**src/source/interboard_macros.svh**
```systemverilog
`ifndef INTERBOARD_MACROS_SVH
`define INTERBOARD_MACROS_SVH

// width of one word on the parallel link
`define IB_WORD_W 6

// words per message, one per field
`define IB_FIELD_COUNT 6

// field widths, in link order
`define IB_TYPE_W 4
`define IB_X_W 5
`define IB_Y_W 3
`define IB_CARD_W 6
`define IB_SEL_W 3
`define IB_DIR_W 1

`endif
```
**src/source/interboard_pkg.sv**
```systemverilog
`include "interboard_macros.svh"

package interboard_pkg;

    // message opcodes carried in the msg_type field
    typedef enum logic [`IB_TYPE_W-1:0] {
        msg_none     = 4'd0,
        msg_draw     = 4'd1,
        msg_place    = 4'd2,
        msg_move     = 4'd3,
        msg_select   = 4'd4,
        msg_end_turn = 4'd5
    } msg_type_e;

    // framer, one state per field in send order
    typedef enum logic [2:0] {
        frm_idle,
        frm_type,
        frm_x,
        frm_y,
        frm_card,
        frm_sel,
        frm_dir
    } framer_state_e;

    // sender, four-phase request side
    typedef enum logic [1:0] {
        snd_idle,
        snd_wait_ack_up,
        snd_wait_ack_down
    } send_state_e;

    // receiver, four-phase acknowledge side
    typedef enum logic {
        rcv_idle,
        rcv_wait_req_down
    } recv_state_e;

endpackage

```
**src/source/interboard_link.sv**
```systemverilog
`timescale 1ns/100ps
`include "interboard_macros.svh"

module interboard_link (
    input  logic                       clk,
    input  logic                       interboard_rst,
    // game controller side
    input  logic                       ctrl_en,
    input  interboard_pkg::msg_type_e  ctrl_msg_type,
    input  logic [`IB_X_W-1:0]         ctrl_block_x,
    input  logic [`IB_Y_W-1:0]         ctrl_block_y,
    input  logic [`IB_CARD_W-1:0]      ctrl_card,
    input  logic [`IB_SEL_W-1:0]       ctrl_sel_len,
    input  logic [`IB_DIR_W-1:0]       ctrl_move_dir,
    output logic                       ctrl_ready,
    // pins toward the other board
    output logic                       request_out,
    output logic [`IB_WORD_W-1:0]      link_data_out,
    input  logic                       ack_in,
    // pins from the other board
    input  logic                       request_in,
    input  logic [`IB_WORD_W-1:0]      link_data_in,
    output logic                       ack_out,
    // reassembled message
    output logic                       msg_valid,
    output interboard_pkg::msg_type_e  msg_type,
    output logic [`IB_X_W-1:0]         msg_block_x,
    output logic [`IB_Y_W-1:0]         msg_block_y,
    output logic [`IB_CARD_W-1:0]      msg_card,
    output logic [`IB_SEL_W-1:0]       msg_sel_len,
    output logic [`IB_DIR_W-1:0]       msg_move_dir,
    output logic                       rx_error
);

    // framer to sender
    logic                  word_valid;
    logic                  word_ready;
    logic [`IB_WORD_W-1:0] word_data;
    // receiver to assembler
    logic                  rx_word_valid;
    logic [`IB_WORD_W-1:0] rx_word;

    msg_framer msg_framer_i (
        .clk(clk), .interboard_rst(interboard_rst),
        .ctrl_en(ctrl_en), .ctrl_msg_type(ctrl_msg_type),
        .ctrl_block_x(ctrl_block_x), .ctrl_block_y(ctrl_block_y),
        .ctrl_card(ctrl_card), .ctrl_sel_len(ctrl_sel_len),
        .ctrl_move_dir(ctrl_move_dir), .word_ready(word_ready),
        .ctrl_ready(ctrl_ready), .word_valid(word_valid), .word_data(word_data)
    );

    word_sender word_sender_i (
        .clk(clk), .interboard_rst(interboard_rst),
        .word_valid(word_valid), .word_data(word_data), .ack_in(ack_in),
        .word_ready(word_ready), .request_out(request_out), .link_data_out(link_data_out)
    );

    word_receiver word_receiver_i (
        .clk(clk), .interboard_rst(interboard_rst),
        .request_in(request_in), .link_data_in(link_data_in),
        .ack_out(ack_out), .rx_word_valid(rx_word_valid), .rx_word(rx_word)
    );

    msg_assembler msg_assembler_i (
        .clk(clk), .interboard_rst(interboard_rst),
        .rx_word_valid(rx_word_valid), .rx_word(rx_word),
        .msg_valid(msg_valid), .msg_type(msg_type),
        .msg_block_x(msg_block_x), .msg_block_y(msg_block_y),
        .msg_card(msg_card), .msg_sel_len(msg_sel_len),
        .msg_move_dir(msg_move_dir), .rx_error(rx_error)
    );

endmodule

```
**src/source/msg_assembler.sv**
```systemverilog
`timescale 1ns/100ps
`include "interboard_macros.svh"

module msg_assembler (
    input  logic                       clk,
    input  logic                       interboard_rst,
    input  logic                       rx_word_valid,
    input  logic [`IB_WORD_W-1:0]      rx_word,
    output logic                       msg_valid,
    output interboard_pkg::msg_type_e  msg_type,
    output logic [`IB_X_W-1:0]         msg_block_x,
    output logic [`IB_Y_W-1:0]         msg_block_y,
    output logic [`IB_CARD_W-1:0]      msg_card,
    output logic [`IB_SEL_W-1:0]       msg_sel_len,
    output logic [`IB_DIR_W-1:0]       msg_move_dir,
    output logic                       rx_error
);

    // which field the next word belongs to
    logic [2:0] field_idx;
    // sticky over the message
    logic err_flag;
    // current word has bits above its field
    logic word_err;
    logic last_word;

    assign last_word = (field_idx == 3'(`IB_FIELD_COUNT - 1));

    always_comb begin
        case (field_idx)
            3'd0:    word_err = |(rx_word >> `IB_TYPE_W);
            3'd1:    word_err = |(rx_word >> `IB_X_W);
            3'd2:    word_err = |(rx_word >> `IB_Y_W);
            3'd3:    word_err = |(rx_word >> `IB_CARD_W);
            3'd4:    word_err = |(rx_word >> `IB_SEL_W);
            3'd5:    word_err = |(rx_word >> `IB_DIR_W);
            default: word_err = 1'b1;
        endcase
    end

    // field registers, only the low bits of each word are kept
    always_ff @(posedge clk) begin
        if (rx_word_valid) begin
            case (field_idx)
                3'd0: msg_type     <= interboard_pkg::msg_type_e'(rx_word[`IB_TYPE_W-1:0]);
                3'd1: msg_block_x  <= rx_word[`IB_X_W-1:0];
                3'd2: msg_block_y  <= rx_word[`IB_Y_W-1:0];
                3'd3: msg_card     <= rx_word[`IB_CARD_W-1:0];
                3'd4: msg_sel_len  <= rx_word[`IB_SEL_W-1:0];
                3'd5: msg_move_dir <= rx_word[`IB_DIR_W-1:0];
                default: ;
            endcase
        end
    end

    always_ff @(posedge clk) begin
        if (interboard_rst) begin
            field_idx <= '0;
            err_flag  <= 1'b0;
            msg_valid <= 1'b0;
            rx_error  <= 1'b0;
        end else begin
            msg_valid <= 1'b0;
            rx_error  <= 1'b0;
            if (rx_word_valid) begin
                if (last_word) begin
                    // message complete, start over
                    msg_valid <= 1'b1;
                    rx_error  <= err_flag | word_err;
                    field_idx <= '0;
                    err_flag  <= 1'b0;
                end else begin
                    field_idx <= field_idx + 3'd1;
                    err_flag  <= err_flag | word_err;
                end
            end
        end
    end

endmodule

```
**src/source/word_receiver.sv**
```systemverilog
`timescale 1ns/100ps
`include "interboard_macros.svh"

module word_receiver (
    input  logic                  clk,
    input  logic                  interboard_rst,
    input  logic                  request_in,
    input  logic [`IB_WORD_W-1:0] link_data_in,
    output logic                  ack_out,
    output logic                  rx_word_valid,
    output logic [`IB_WORD_W-1:0] rx_word
);

    interboard_pkg::recv_state_e state;
    // two-flop sync of the remote request
    logic req_meta;
    logic req_sync;

    always_ff @(posedge clk) begin
        if (interboard_rst) begin
            req_meta <= 1'b0;
            req_sync <= 1'b0;
        end else begin
            req_meta <= request_in;
            req_sync <= req_meta;
        end
    end

    // data has been stable since request rose upstream of the sync
    always_ff @(posedge clk) begin
        if (state == interboard_pkg::rcv_idle && req_sync) begin
            rx_word <= link_data_in;
        end
    end

    always_ff @(posedge clk) begin
        if (interboard_rst) begin
            state         <= interboard_pkg::rcv_idle;
            ack_out       <= 1'b0;
            rx_word_valid <= 1'b0;
        end else begin
            // valid is a single pulse per word
            rx_word_valid <= 1'b0;
            case (state)
                interboard_pkg::rcv_idle: begin
                    if (req_sync) begin
                        state         <= interboard_pkg::rcv_wait_req_down;
                        ack_out       <= 1'b1;
                        rx_word_valid <= 1'b1;
                    end
                end
                interboard_pkg::rcv_wait_req_down: begin
                    if (!req_sync) begin
                        state   <= interboard_pkg::rcv_idle;
                        ack_out <= 1'b0;
                    end
                end
                default: begin
                    state   <= interboard_pkg::rcv_idle;
                    ack_out <= 1'b0;
                end
            endcase
        end
    end

endmodule

```
**src/source/word_sender.sv**
```systemverilog
`timescale 1ns/100ps
`include "interboard_macros.svh"

module word_sender (
    input  logic                  clk,
    input  logic                  interboard_rst,
    input  logic                  word_valid,
    input  logic [`IB_WORD_W-1:0] word_data,
    input  logic                  ack_in,
    output logic                  word_ready,
    output logic                  request_out,
    output logic [`IB_WORD_W-1:0] link_data_out
);

    interboard_pkg::send_state_e state;
    // ack comes from the other board's clock domain
    logic ack_meta;
    logic ack_sync;
    logic [`IB_WORD_W-1:0] data_q;

    assign word_ready    = (state == interboard_pkg::snd_idle);
    assign link_data_out = data_q;

    always_ff @(posedge clk) begin
        if (interboard_rst) begin
            ack_meta <= 1'b0;
            ack_sync <= 1'b0;
        end else begin
            ack_meta <= ack_in;
            ack_sync <= ack_meta;
        end
    end

    // word held on the pins for the whole handshake
    always_ff @(posedge clk) begin
        if (word_valid && word_ready) begin
            data_q <= word_data;
        end
    end

    always_ff @(posedge clk) begin
        if (interboard_rst) begin
            state       <= interboard_pkg::snd_idle;
            request_out <= 1'b0;
        end else begin
            case (state)
                interboard_pkg::snd_idle: begin
                    if (word_valid) begin
                        state       <= interboard_pkg::snd_wait_ack_up;
                        request_out <= 1'b1;
                    end
                end
                interboard_pkg::snd_wait_ack_up: begin
                    // other board has the word, release request
                    if (ack_sync) begin
                        state       <= interboard_pkg::snd_wait_ack_down;
                        request_out <= 1'b0;
                    end
                end
                interboard_pkg::snd_wait_ack_down: begin
                    if (!ack_sync) state <= interboard_pkg::snd_idle;
                end
                default: begin
                    state       <= interboard_pkg::snd_idle;
                    request_out <= 1'b0;
                end
            endcase
        end
    end

endmodule

```
**src/source/msg_framer.sv**
```systemverilog
`timescale 1ns/100ps
`include "interboard_macros.svh"

module msg_framer (
    input  logic                          clk,
    input  logic                          interboard_rst,
    input  logic                          ctrl_en,
    input  interboard_pkg::msg_type_e     ctrl_msg_type,
    input  logic [`IB_X_W-1:0]            ctrl_block_x,
    input  logic [`IB_Y_W-1:0]            ctrl_block_y,
    input  logic [`IB_CARD_W-1:0]         ctrl_card,
    input  logic [`IB_SEL_W-1:0]          ctrl_sel_len,
    input  logic [`IB_DIR_W-1:0]          ctrl_move_dir,
    input  logic                          word_ready,
    output logic                          ctrl_ready,
    output logic                          word_valid,
    output logic [`IB_WORD_W-1:0]         word_data
);

    interboard_pkg::framer_state_e state;
    // set once the last word has left, wait for the sender to finish it
    logic last_sent;
    logic word_fire;

    // held copy of the message
    interboard_pkg::msg_type_e type_q;
    logic [`IB_X_W-1:0]        x_q;
    logic [`IB_Y_W-1:0]        y_q;
    logic [`IB_CARD_W-1:0]     card_q;
    logic [`IB_SEL_W-1:0]      sel_q;
    logic [`IB_DIR_W-1:0]      dir_q;

    assign ctrl_ready = (state == interboard_pkg::frm_idle);
    assign word_valid = (state != interboard_pkg::frm_idle) && !last_sent;
    assign word_fire  = word_valid && word_ready;

    // capture only on an accepted request
    always_ff @(posedge clk) begin
        if (ctrl_en && ctrl_ready) begin
            type_q <= ctrl_msg_type;
            x_q    <= ctrl_block_x;
            y_q    <= ctrl_block_y;
            card_q <= ctrl_card;
            sel_q  <= ctrl_sel_len;
            dir_q  <= ctrl_move_dir;
        end
    end

    always_ff @(posedge clk) begin
        if (interboard_rst) begin
            state     <= interboard_pkg::frm_idle;
            last_sent <= 1'b0;
        end else begin
            case (state)
                interboard_pkg::frm_idle: if (ctrl_en) state <= interboard_pkg::frm_type;
                interboard_pkg::frm_type: if (word_fire) state <= interboard_pkg::frm_x;
                interboard_pkg::frm_x:    if (word_fire) state <= interboard_pkg::frm_y;
                interboard_pkg::frm_y:    if (word_fire) state <= interboard_pkg::frm_card;
                interboard_pkg::frm_card: if (word_fire) state <= interboard_pkg::frm_sel;
                interboard_pkg::frm_sel:  if (word_fire) state <= interboard_pkg::frm_dir;
                interboard_pkg::frm_dir: begin
                    // back to idle only after the sender is free again
                    if (word_fire) begin
                        last_sent <= 1'b1;
                    end else if (last_sent && word_ready) begin
                        state     <= interboard_pkg::frm_idle;
                        last_sent <= 1'b0;
                    end
                end
                default: state <= interboard_pkg::frm_idle;
            endcase
        end
    end

    // current field, zero extended to the link width
    always_comb begin
        word_data = '0;
        case (state)
            interboard_pkg::frm_type: word_data[`IB_TYPE_W-1:0] = type_q;
            interboard_pkg::frm_x:    word_data[`IB_X_W-1:0]    = x_q;
            interboard_pkg::frm_y:    word_data[`IB_Y_W-1:0]    = y_q;
            interboard_pkg::frm_card: word_data[`IB_CARD_W-1:0] = card_q;
            interboard_pkg::frm_sel:  word_data[`IB_SEL_W-1:0]  = sel_q;
            interboard_pkg::frm_dir:  word_data[`IB_DIR_W-1:0]  = dir_q;
            default:                  word_data = '0;
        endcase
    end

endmodule

```
**config.mk**
```make
export PLATFORM = sky130hd
export DESIGN_NAME = interboard_link
export DESIGN_NICKNAME = d
export VERILOG_FILES = /design/src/source/interboard_pkg.sv /design/src/source/interboard_link.sv /design/src/source/msg_assembler.sv /design/src/source/word_receiver.sv /design/src/source/word_sender.sv /design/src/source/msg_framer.sv
export VERILOG_INCLUDE_DIRS = /design/src /design/src/source
export SDC_FILE = /design/constraint.sdc
export NUM_CORES = 1
export LEC_CHECK = 0
export ABC_AREA = 1
export ABC_CLOCK_PERIOD_IN_PS = 2700
export BUFFER_PORTS_ARGS = -buffer_cell sky130_fd_sc_hd__buf_2
export CAP_MARGIN = 20
export CORE_ASPECT_RATIO = 2
export CORE_MARGIN = 2
export CORE_UTILIZATION = 52
export DETAILED_ROUTE_END_ITERATION = 8
export PLACE_DENSITY = 0.77
export SETUP_SLACK_MARGIN = 0.2
export SLEW_MARGIN = 40
export SYNTH_ARGS = -nofsm -noshare
export SYNTH_HDL_FRONTEND = slang
export SYNTH_SLANG_ARGS = --single-unit
```
**constraint.sdc**
```tcl
create_clock -name clk -period 2.7 [get_ports clk]
set_clock_uncertainty 0.1 [all_clocks]
set_input_delay 0.135 -clock clk [delete_from_list [all_inputs] [get_ports clk]]
set_output_delay 0.135 -clock clk [all_outputs]
set_load 0.03 [all_outputs]
```
* After elaboration in Yosys (flattened, before gate mapping)
Index checks and enable logic that the tools add are counted.
** Storage, ports and cells
- Register bits :: 76
- Bits of input ports :: 33
- Output and inout bits :: 33
- Logic and storage cells :: 121
** Operators by class
- $add $sub $neg :: 1
- Equality and inequality tests :: 26
- Multiplexer cells :: 30
- Bitwise operators :: 5
- Reduce and logical (&&, ||, !) cells :: 29
** Operators with widths (count)
- two-way mux 3 bit :: 9
- case mux 3 bit (7 select lines) :: 1
- != test 2 x 1 -> 1 bit, second input constant :: 9
- AND reduction 2 bit :: 8
- equality test 3 bit, second input constant :: 5
- equality test 3 x 2 -> 1 bit, second input constant :: 4
- case mux 2 bit (5 select lines) :: 1
- two-way mux 1 bit :: 9
- != test 2 bit, second input constant :: 4
- AND reduction 8 bit :: 1
- OR reduction 2 bit :: 4
- equality test 3 x 1 -> 1 bit, second input constant :: 2
- zero test 3 bit :: 2
- two-way mux 2 bit :: 3
- case mux 1 bit (3 select lines) :: 2
- case mux 1 bit (6 select lines) :: 1
- case mux 2 bit (3 select lines) :: 1
- AND reduction 3 bit :: 2
- OR reduction 3 bit :: 2
- logical AND 1 bit :: 5
- case mux 1 bit (5 select lines) :: 1
- OR reduction 5 bit :: 1
- inverter 1 bit :: 4
- case mux 1 bit (2 select lines) :: 2
- other kinds (8) :: 8

* Depth between registers and ports, before layout
- Depth after elaboration :: 5
- Depth in mapped cells :: 10
- Mapped depth without buffers :: 10

* Cells and area by module
A second synthesis with hierarchy kept.
** Unflattened totals
- Cells, all modules :: 254
- Area total of the unflattened synthesis :: 2946.6 um^2
** By module, submodules not included
- msg_framer :: times used 1, cells an instance 113, area each 1166.1 um^2, seq. area each 740.7 um^2
- msg_assembler :: times used 1, cells an instance 83, area each 1054.8 um^2, seq. area each 780.7 um^2
- word_sender :: times used 1, cells an instance 32, area each 374.1 um^2, seq. area each 280.3 um^2
- word_receiver :: times used 1, cells an instance 26, area each 351.6 um^2, seq. area each 280.3 um^2

* Worst setup path after synthesis
Ideal clock, no wire load.
- Path type :: flip-flop to flip-flop
- Start point :: reg msg_framer_i.state[0]
- End point :: reg msg_framer_i.card_q[0], enable pin
- Data arrival time :: 1579 ps
- Data required time :: 2199 ps
- Setup slack :: 620 ps
- Cell stages (with the launch flop) :: 4
- Buffers on the path :: 0
- Period minus slack after synthesis :: 2080 ps
- Cells stage by stage :: dfxtp_1 -> nor2_4 -> nand2_2 -> nor2_1
** Between the ends
- Longest elaborated chain between the ends :: 2
** Ends and longest elaborated chain
- start: declaration :: RTL line msg_framer.sv:20 : interboard_pkg::framer_state_e state;
- start signal: assignment :: RTL line msg_framer.sv:51 : state <= interboard_pkg::frm_idle;
- start signal: assignment :: RTL line msg_framer.sv:55 : interboard_pkg::frm_idle: if (ctrl_en) state <= interboard_pkg::frm_type;
- start signal: assignment :: RTL line msg_framer.sv:56 : interboard_pkg::frm_type: if (word_fire) state <= interboard_pkg::frm_x;
- zero test 3 bit :: RTL line msg_framer.sv:33 : assign ctrl_ready = (state == interboard_pkg::frm_idle);
- logical AND 1 bit :: RTL line msg_framer.sv:39 : if (ctrl_en && ctrl_ready) begin
- end signal: assignment :: RTL line msg_framer.sv:43 : card_q <= ctrl_card;
- end: declaration :: RTL line msg_framer.sv:29 : logic [`IB_CARD_W-1:0] card_q;
No other way between the ends.
A chain may end at the register's enable or synchronous reset.

* Worst setup path in the final report
- Start point :: reg msg_framer_i.state[2]
- End point :: out ctrl_ready
** Between the ends
- Longest elaborated chain between the ends :: 1
** Ends and longest elaborated chain
- zero test 3 bit :: RTL line msg_framer.sv:33
- end: declaration :: RTL line interboard_link.sv:15 : output logic ctrl_ready,
No other way between the ends.

==> impl_metrics.tcl <==
set metrics [dict create \
    worst_path_dominant_cell_family "flip-flops" \
    ys.flop_type "edfxtp_1" \
    num_antenna_cells 0 \
    synth_area_leader_cell "edfxtp_1" \
    cpMaxStageDelayCell "dfxtp_1" \
    wl_per_cell_um 14.9 \
    worst_pin_slew_ns 0.568 \
    avgSynthCellArea_um2 12.7 \
    drtPass1Iterations 4 \
    worstSkewPairLatency_ns 0.35 \
    grt_antenna_before_repair 0 \
    worst_path_largest_cell_delay_ns 0.59 \
    period_share_pct 64.3 \
    clock_path_buffers 2 \
    gp_congestion 0.888 \
    crit_path_cell_trace "inv_1, nand2_2, inv_2, buf_2" \
    hold_path.startpoint "interboard_rst" \
    htree_levels 3 \
    rrSetupSlack_ns 1.01 \
    hold_buffers 30 \
    crit_type "reg -> out" \
    vdd_drop_max_mv 0.732 \
    relSlewSlack_pct 62.0 \
    ys_ff_latch 76 \
    die_y_um 107 \
    overflow 0 \
    total_power_mw 3.11 \
    fp.dieW_um 55.6 \
    holdPathStages 2 \
    ys_seq_area_share_pct 75.2 \
    track_usage_pct 20.7 \
    hold_slack_ns 0.0206 \
    grt_pass1_vias 2003 \
    synthDistinctLibCells 27 \
    cts_made_buffers 9 \
    synthTopCellsByCount "edfxtp_1, nand2_1, inv_1" \
    grt_max_degree 23 \
    synth-edff-count 56 \
    start_kind "flip-flop" \
    post_cts_buffers 0 \
    worstPathMaxFanout 13 \
    drtIter0Drc 51 \
    initial_core_util_pct 53.9 \
    syn_to_final_growth_pct 32.1 \
    clockRootBuffer "clkbuf_8" \
    clkTransAtPathRegs_ns 0.08 \
    rows 37 \
    syn_inst 218 \
    cts_resized 0 \
    drive_gt1_share_pct 30.2 \
    synth_warnings 0 \
    fin_tns_setup_ns 0 \
    clock_sinks 76 \
    p_leak_nw 1.53 \
    crit_path_end_kind "primary output" \
    core_mm2 0.00514 \
    dp_hpwl_um 3750 \
    min_to "msg_assembler_i.field_idx[1]" \
    synth_top_area_share_pct 60.7 \
    setup_viol 0 \
    power_density_mw_per_mm2 850 \
    crit_buf_inv 3 \
    rsz0062_at_grt "no" \
    r2r-end "word_sender_i.link_data_out[1]" \
    hold_viol_final 0 \
    cp.required_ns 2.47 \
    reg2reg_depth 4 \
    crit_arrival_ns 1.50 \
    ios 66 \
    min_path_type "in -> reg" \
    synth_area_mm2 0.00277 \
    dieArea_mm2 0.00596 \
    async_flop_share_pct 0 \
    wl_um 5750 \
    synth.area.top_cells "edfxtp_1, dfxtp_1, nand2_1, inv_1, nor2_1" \
    drc 0 \
    grt_pass1_wl_um 8960 \
    yosysMostFrequentCell "edfxtp_1" \
    num-nets-final 358 \
    viasPerCell 5.05 \
    status "completed" \
    detail-route-antenna-nets 0 \
    min_period_ns 1.74 \
    io_buffers 65 \
    fmax_mhz 576 \
    synth_fp_nets 253 \
    drv_slew 0 \
    maxCapViolations 0 \
    vias 1949 \
    cts_tree "done" \
    r2r-start "msg_framer_i.state[2]" \
]
==> flip-flops by register name, indices dropped and copies added (netlist names), 4 cells and up <==
signal,count
msg_framer_i.type_q,4
msg_framer_i.x_q,5
msg_assembler_i.msg_type,4
msg_assembler_i.msg_card,6
word_receiver_i.rx_word,6
word_sender_i.link_data_out,6
msg_framer_i.card_q,6
msg_assembler_i.msg_block_x,5
==> through the flow <==
stage	instances	utilization, %	worst slack (ns)	cell area, µm²
final	386	71.2	0.963	3660
after global routing	386	71.2	0.883	3660
after CTS	386	71.2	0.979	3660
after detailed placement	340	61.6	1.05	3170
after global placement	340	61.6	1.10	3170
after floorplan	218	-	0.620	2770
==> power by group <==
group / leakage [nW] / switching [mW] / internal (mW)
registers: 0.682 / 0.104 / 1.46
clock network: 0.0962 / 0.398 / 0.427
logic: 0.750 / 0.491 / 0.232
==> layout by cell type, fill, tap and decap left out, types with 2 or more instances in the layout <==
cell type	Yosys	layout
nor2_4	3	3
nand2_2	5	5
dfxtp_1	20	20
a21oi_1	9	9
clkinv_2	0	2
o21ai_0	5	5
nand3_1	10	10
clkbuf_8	0	9
edfxtp_1	56	56
buf_2	1	65
inv_2	4	4
nand4_1	2	2
clkinv_4	0	2
nor2_1	19	19
ha_1	2	2
o211ai_1	2	2
nand2_1	35	35
nor3_1	6	6
inv_1	25	25
nor2_2	4	4
dlygate4sd3_1	0	30
==> layer usage <==
layer / GRT usage, % / share of wire [%] / vias up
li1: - / - / 950
met1: 17.6 / 33 / 909
met2: 41.4 / 59 / 77
met3: 5.31 / 5.1 / 13
met4: 11.0 / 2.7 / 0
met5: 0 / 0 / -
==> layout make-up <==
cell class / count / area (µm²)
Clock buffer: 10 / 128
Fill cell: 355 / 1480
Timing Repair Buffer: 96 / 633
Multi-Input combinational cell: 111 / 569
Clock inverter: 6 / 65.1
Inverter: 29 / 109
Tap cell: 58 / 72.6
Sequential cell: 76 / 2080
==> worst max path at each step <==
stage,from,endpoint,slack [ns],cells after the start
finish,msg_framer_i.state[2],ctrl_ready,0.96,4
detailed placement,msg_framer_i.state[2],word_sender_i.link_data_out[3],1.05,4
floorplan,msg_framer_i.state[0],msg_framer_i.card_q[0],0.62,3
CTS,msg_framer_i.state[2],ctrl_ready,0.98,4
global route,msg_framer_i.state[2],ctrl_ready,0.88,4
global placement,msg_framer_i.state[2],word_sender_i.link_data_out[3],1.10,4
==> cell families after synthesis <==
| group | Yosys count | synth area share, % |
|---|---|---|
| AO/OA/AOI/OAI | 21 | 4.47 |
| adder cells (fa/ha/maj) | 2 | 0.904 |
| AND/OR/NAND/NOR | 88 | 15.2 |
| buffers and inverters | 31 | 4.25 |
| flip-flops | 76 | 75.2 |
(Power assumes the default switching activity.)
